--- config.mk ---
export PLATFORM = sky130hd
export DESIGN_NAME = sdp_ram
export DESIGN_NICKNAME = d
export VERILOG_FILES = /design/src/logic/sdp_ram.sv
export SDC_FILE = /design/constraint.sdc
export NUM_CORES = 2
export LEC_CHECK = 0
export BUFFER_PORTS_ARGS = -buffer_cell sky130_fd_sc_hd__buf_2
export CAP_MARGIN = 20
export CORE_ASPECT_RATIO = 0.6
export CORE_UTILIZATION = 30
export CTS_CLUSTER_DIAMETER = 40
export DETAILED_ROUTE_END_ITERATION = 8
export SLEW_MARGIN = 20
export SYNTH_ARGS = -nofsm -noshare
export SYNTH_HDL_FRONTEND = slang
export SYNTH_SLANG_ARGS = --single-unit
--- constraint.sdc ---
create_clock -name clock -period 3.2 [get_ports clock]
set_input_delay 0.16 -clock clock [delete_from_list [all_inputs] [get_ports clock]]
set_output_delay 0.16 -clock clock [all_outputs]
set_load 0.01 [all_outputs]
--- src/logic/sdp_ram.sv ---
`default_nettype none

// simple dual-port RAM, one write port and one registered read port
module sdp_ram #(
    parameter int WORD_WIDTH = 8,
    parameter int ADDR_WIDTH = 8
) (
    input  logic                  clock,
    input  logic                  wren,
    input  logic [ADDR_WIDTH-1:0] write_addr,
    input  logic [WORD_WIDTH-1:0] write_data,
    input  logic [ADDR_WIDTH-1:0] read_addr,
    output logic [WORD_WIDTH-1:0] read_data
);

    localparam int WORD_COUNT = 2 ** ADDR_WIDTH;

    logic [WORD_WIDTH-1:0] mem [WORD_COUNT];

    always_ff @(posedge clock) begin
        if (wren) begin
            mem[write_addr] <= write_data;
        end
    end

    // read data appears one cycle after the address is presented
    // a read of the address being written returns the old word
    always_ff @(posedge clock) begin
        read_data <= mem[read_addr];
    end

endmodule

`default_nettype wire

# Word-level counts from Yosys, hierarchy flattened
# Memory sizes are Yosys's and may differ from the RTL's. A register that Yosys moved wholly into a read port is not among the register bits.
# Index checks and enable logic that the tools add are counted.
# totals
reg_bits,0
mem_bits_rw,2048
output_inout_bits,8
wordCells,3
memories,1
# classes
n_mux,2
# mem_list
memory,depth,width,rd,rd_clocked_by_memory_dff,write_ports,line,text
mem,256,8,1,1,1,18,logic [WORD_WIDTH-1:0] mem [WORD_COUNT];
# op_table
operator,n
1-bit 2-to-1 mux,2

# Depth between registers and ports, before layout
# depth
word_depth,2
mapped_depth,11

# Worst setup path before layout
# No wires, ideal clock.
# synth_timing
kind,input port to flip-flop
from,in read_addr[0]
to,reg read_data[2] (read register of mem)
setup_ns,0.131
arrival_ns,1.967
required_time_ns,3.069
path_slack_ns,1.102
cell_stages,9
n_path_buf,4
cell_sequence,buf_6 > buf_12 > buf_8 > buf_2 > mux4_2 > a22oi_1 > a21oi_1 > nor4_1 > nor4_2
# synth_lines
item,line,text
"start, declared",12,"input logic [ADDR_WIDTH-1:0] read_addr,"
"end, declared",13,output logic [WORD_WIDTH-1:0] read_data

==> impl_metrics.json <==
{
  "synth_edf_count": 2048,
  "dr.first_iter.drc_count": 5876,
  "fin_nets": 4214,
  "p_per_area_mw_per_mm2": 584,
  "initial_core_util_pct": 30.2,
  "ios": 34,
  "synth.largest_area_cell": "edfxtp_1",
  "synthCells": 3733,
  "cts_sinks": 2056,
  "cts_max_level": 4,
  "synthTopCellsByCount": "edfxtp_1 (2048), mux4_2 (454), nor2_1 (282)",
  "cts_setup_buffers": 0,
  "fp-row-count": 146,
  "multi_input_area_sq_mm": 0.0165,
  "ys_seq_area_share_pct": 77.5,
  "critPathBufInv": 2,
  "dr.pass1.iters": 6,
  "fin_hold_ws_ns": 0.0937,
  "wl_per_cell_um": 27.5,
  "seqCellArea_sq_mm": 0.0617,
  "ctsRootBufferMaster": "clkbuf_16",
  "synthTopCellsByArea": "edfxtp_1 (77%), mux4_2 (13%), mux2i_1 (1.7%)",
  "cap_violations": 0,
  "die_y_um": 401,
  "worst_ep_arrival_time_ns": 3.51,
  "synth_top_area_share_pct": 77.3,
  "drive_gt1_share_pct": 28.1,
  "required_ns": 3.92,
  "synth_flop_cell": "edfxtp_1",
  "syn_to_final_growth_pct": 16.5,
  "port_buffers": 33,
  "fin_skew_ns": 0.0531,
  "cts_buffers": 177,
  "outcome": "completed",
  "end_kind": "register",
  "clk_pin_slew_worst_paths_ns": 0.07,
  "period_share_pct": 87.2,
  "slew_headroom_pct": 26.1,
  "finalSetupViolCount": 0,
  "vias": 40832,
  "fmax_ghz": 0.358,
  "worstHoldPathType": "in -> reg",
  "drcViolationCount": 0,
  "worst_path_max_delay_cell": "a211oi_1",
  "clock_latency_ns": 0.84,
  "clk_path_buf_depth": 4,
  "core_sq_mm": 0.264,
  "dpl.hpwl_um": 143000,
  "groute.usage.overall_pct": 15.8,
  "grt_max_degree": 113,
  "drv_slew": 0,
  "path_max_fanout": 1,
  "peakVddDrop_v": 0.000382,
  "gp_congestion": 0.845,
  "synth.avg_cell_area_sq_um": 21.3,
  "finalCriticalPeriod_ns": 2.79,
  "hold_violations": 0,
  "async_flop_share_pct": 0,
  "grt_pass1_wl_um": 303000,
  "cp_cell_sequence": "mux4_2 > a22o_1 > a221oi_1 > buf_4 > o221ai_1 > a211oi_1 > buf_4 > nor4_1",
  "dieArea_sq_mm": 0.267,
  "yosysWarnings": 0,
  "synth_cell_types": 55,
  "synth_fp_nets": 3759,
  "cpMostUsedCell": "buf_4",
  "ant_nets": 0,
  "die_w_um": 667,
  "setup-tns-final_ns": 0,
  "crit_type": "reg -> reg",
  "startpoint_type": "register",
  "grt_pass1_vias": 39305,
  "grt_remaining_overflow": 0,
  "antenna_found_initial": 17,
  "leakage_nw": 28.8,
  "max_slew.worst_pin.slew_ns": 1.11,
  "synth_most_common_cell": "edfxtp_1",
  "ys_ff_latch": 2056,
  "netlist_area_sq_mm": 0.0796,
  "wl_um": 216000,
  "critical-path-max-stage-delay_ns": 0.58,
  "grt_setup_unrepaired": "no",
  "cts_tree": "yes",
  "fillers": 24308,
  "via_per_inst": 5.19,
  "crit_family": "compound AO/OA/AOI/OAI gates"
}
[cells by family (layout without fill, tap and decap cells)]
group | count (synthesis) | count (layout) | synth area share (%)
buffers and inverters | 235 | 819 | 1.83
DFF | 2056 | 2056 | 77.5
muxes | 591 | 591 | 14.6
other | 0 | 5 | 0
and+or+nand+nor | 466 | 466 | 2.63
AOI/OAI and AO/OA | 385 | 385 | 3.42
[area by class of cell]
cell class,count,share of cell area (%)
diodes,5,0.0135
clock buffers,222,5.04
multi-input cells,1442,17.8
clock inverters,86,0.959
repair buffers,509,4.87
inverters,2,0.00810
flip-flops and latches,2056,66.5
well taps,3552,4.79
[power breakdown]
| part | internal [W] | leakage, nW | total (W) | switching, W |
|---|---|---|---|---|
| registers | 0.0297 | 18.5 | 0.0297 | 0.0000497 |
| logic | 0.00107 | 7.63 | 0.00301 | 0.00194 |
| clock network | 0.0117 | 2.71 | 0.0215 | 0.00972 |
| total | 0.0425 | 28.8 | 0.0542 | 0.0117 |
[worst min-delay path, cell delays in order]
cell and delay, ns:
buf_2 0.23, nand4_1 0.24, nor2_1 0.09
[per-stage QoR]
stage / area, sq um / cells / util [%] / setup WS [ns] / total power, W
floorplan: 79600 / 3733 / - / 1.10 / 0.0317
global placement: 87000 / 7549 / 33.0 / -0.416 / 0.0332
detailed placement: 87000 / 7550 / 33.0 / -0.164 / 0.0333
CTS: 92700 / 7869 / 35.1 / 0.502 / 0.0545
global route: 92700 / 7872 / 35.1 / 0.352 / 0.0557
finish: 92700 / 7874 / 35.2 / 0.408 / 0.0542
[final timing paths]
check	depth (start not counted)	from	to	slack (ns)
worst min register to register	5	mem[190][0]	read_data[0]	1.08
worst max register to register	8	mem[27][5]	read_data[5]	0.41
worst max-delay path	8	mem[27][5]	read_data[5]	0.41
worst min-delay path	3	wren	mem[219][7]	0.09
[sequential cells by signal, summed over array words and instances, names as in the netlist]
name and cells:
mem 2048, read_data 8
[layer usage]
layer	routed length (um)	up-vias	GRT usage, %
li1	-	16568	-
met1	96800	21684	24.9
met2	84500	2336	20.2
met3	31800	242	6.70
met4	3410	2	2.57
met5	13	-	0
[cells in the final DEF, fill, tap and decap left out, types with 32 or more instances in the layout]
cell type and n:
edfxtp_1 2048, buf_4 415, nand2_1 33, o221ai_1 46
clkbuf_16 180, buf_12 51, mux2i_1 134, mux4_2 454
nand3_1 32, a21oi_1 96, clkbuf_1 41, a22oi_1 133
nor2_1 279, clkinv_1 33
[what timing repair did]
action / CTS / global route
endpoints found under the hold margin: 560 / 0
hold buffers: 11 / 0
gates resized for setup: 0 / 0
(Power assumes the default switching activity.)
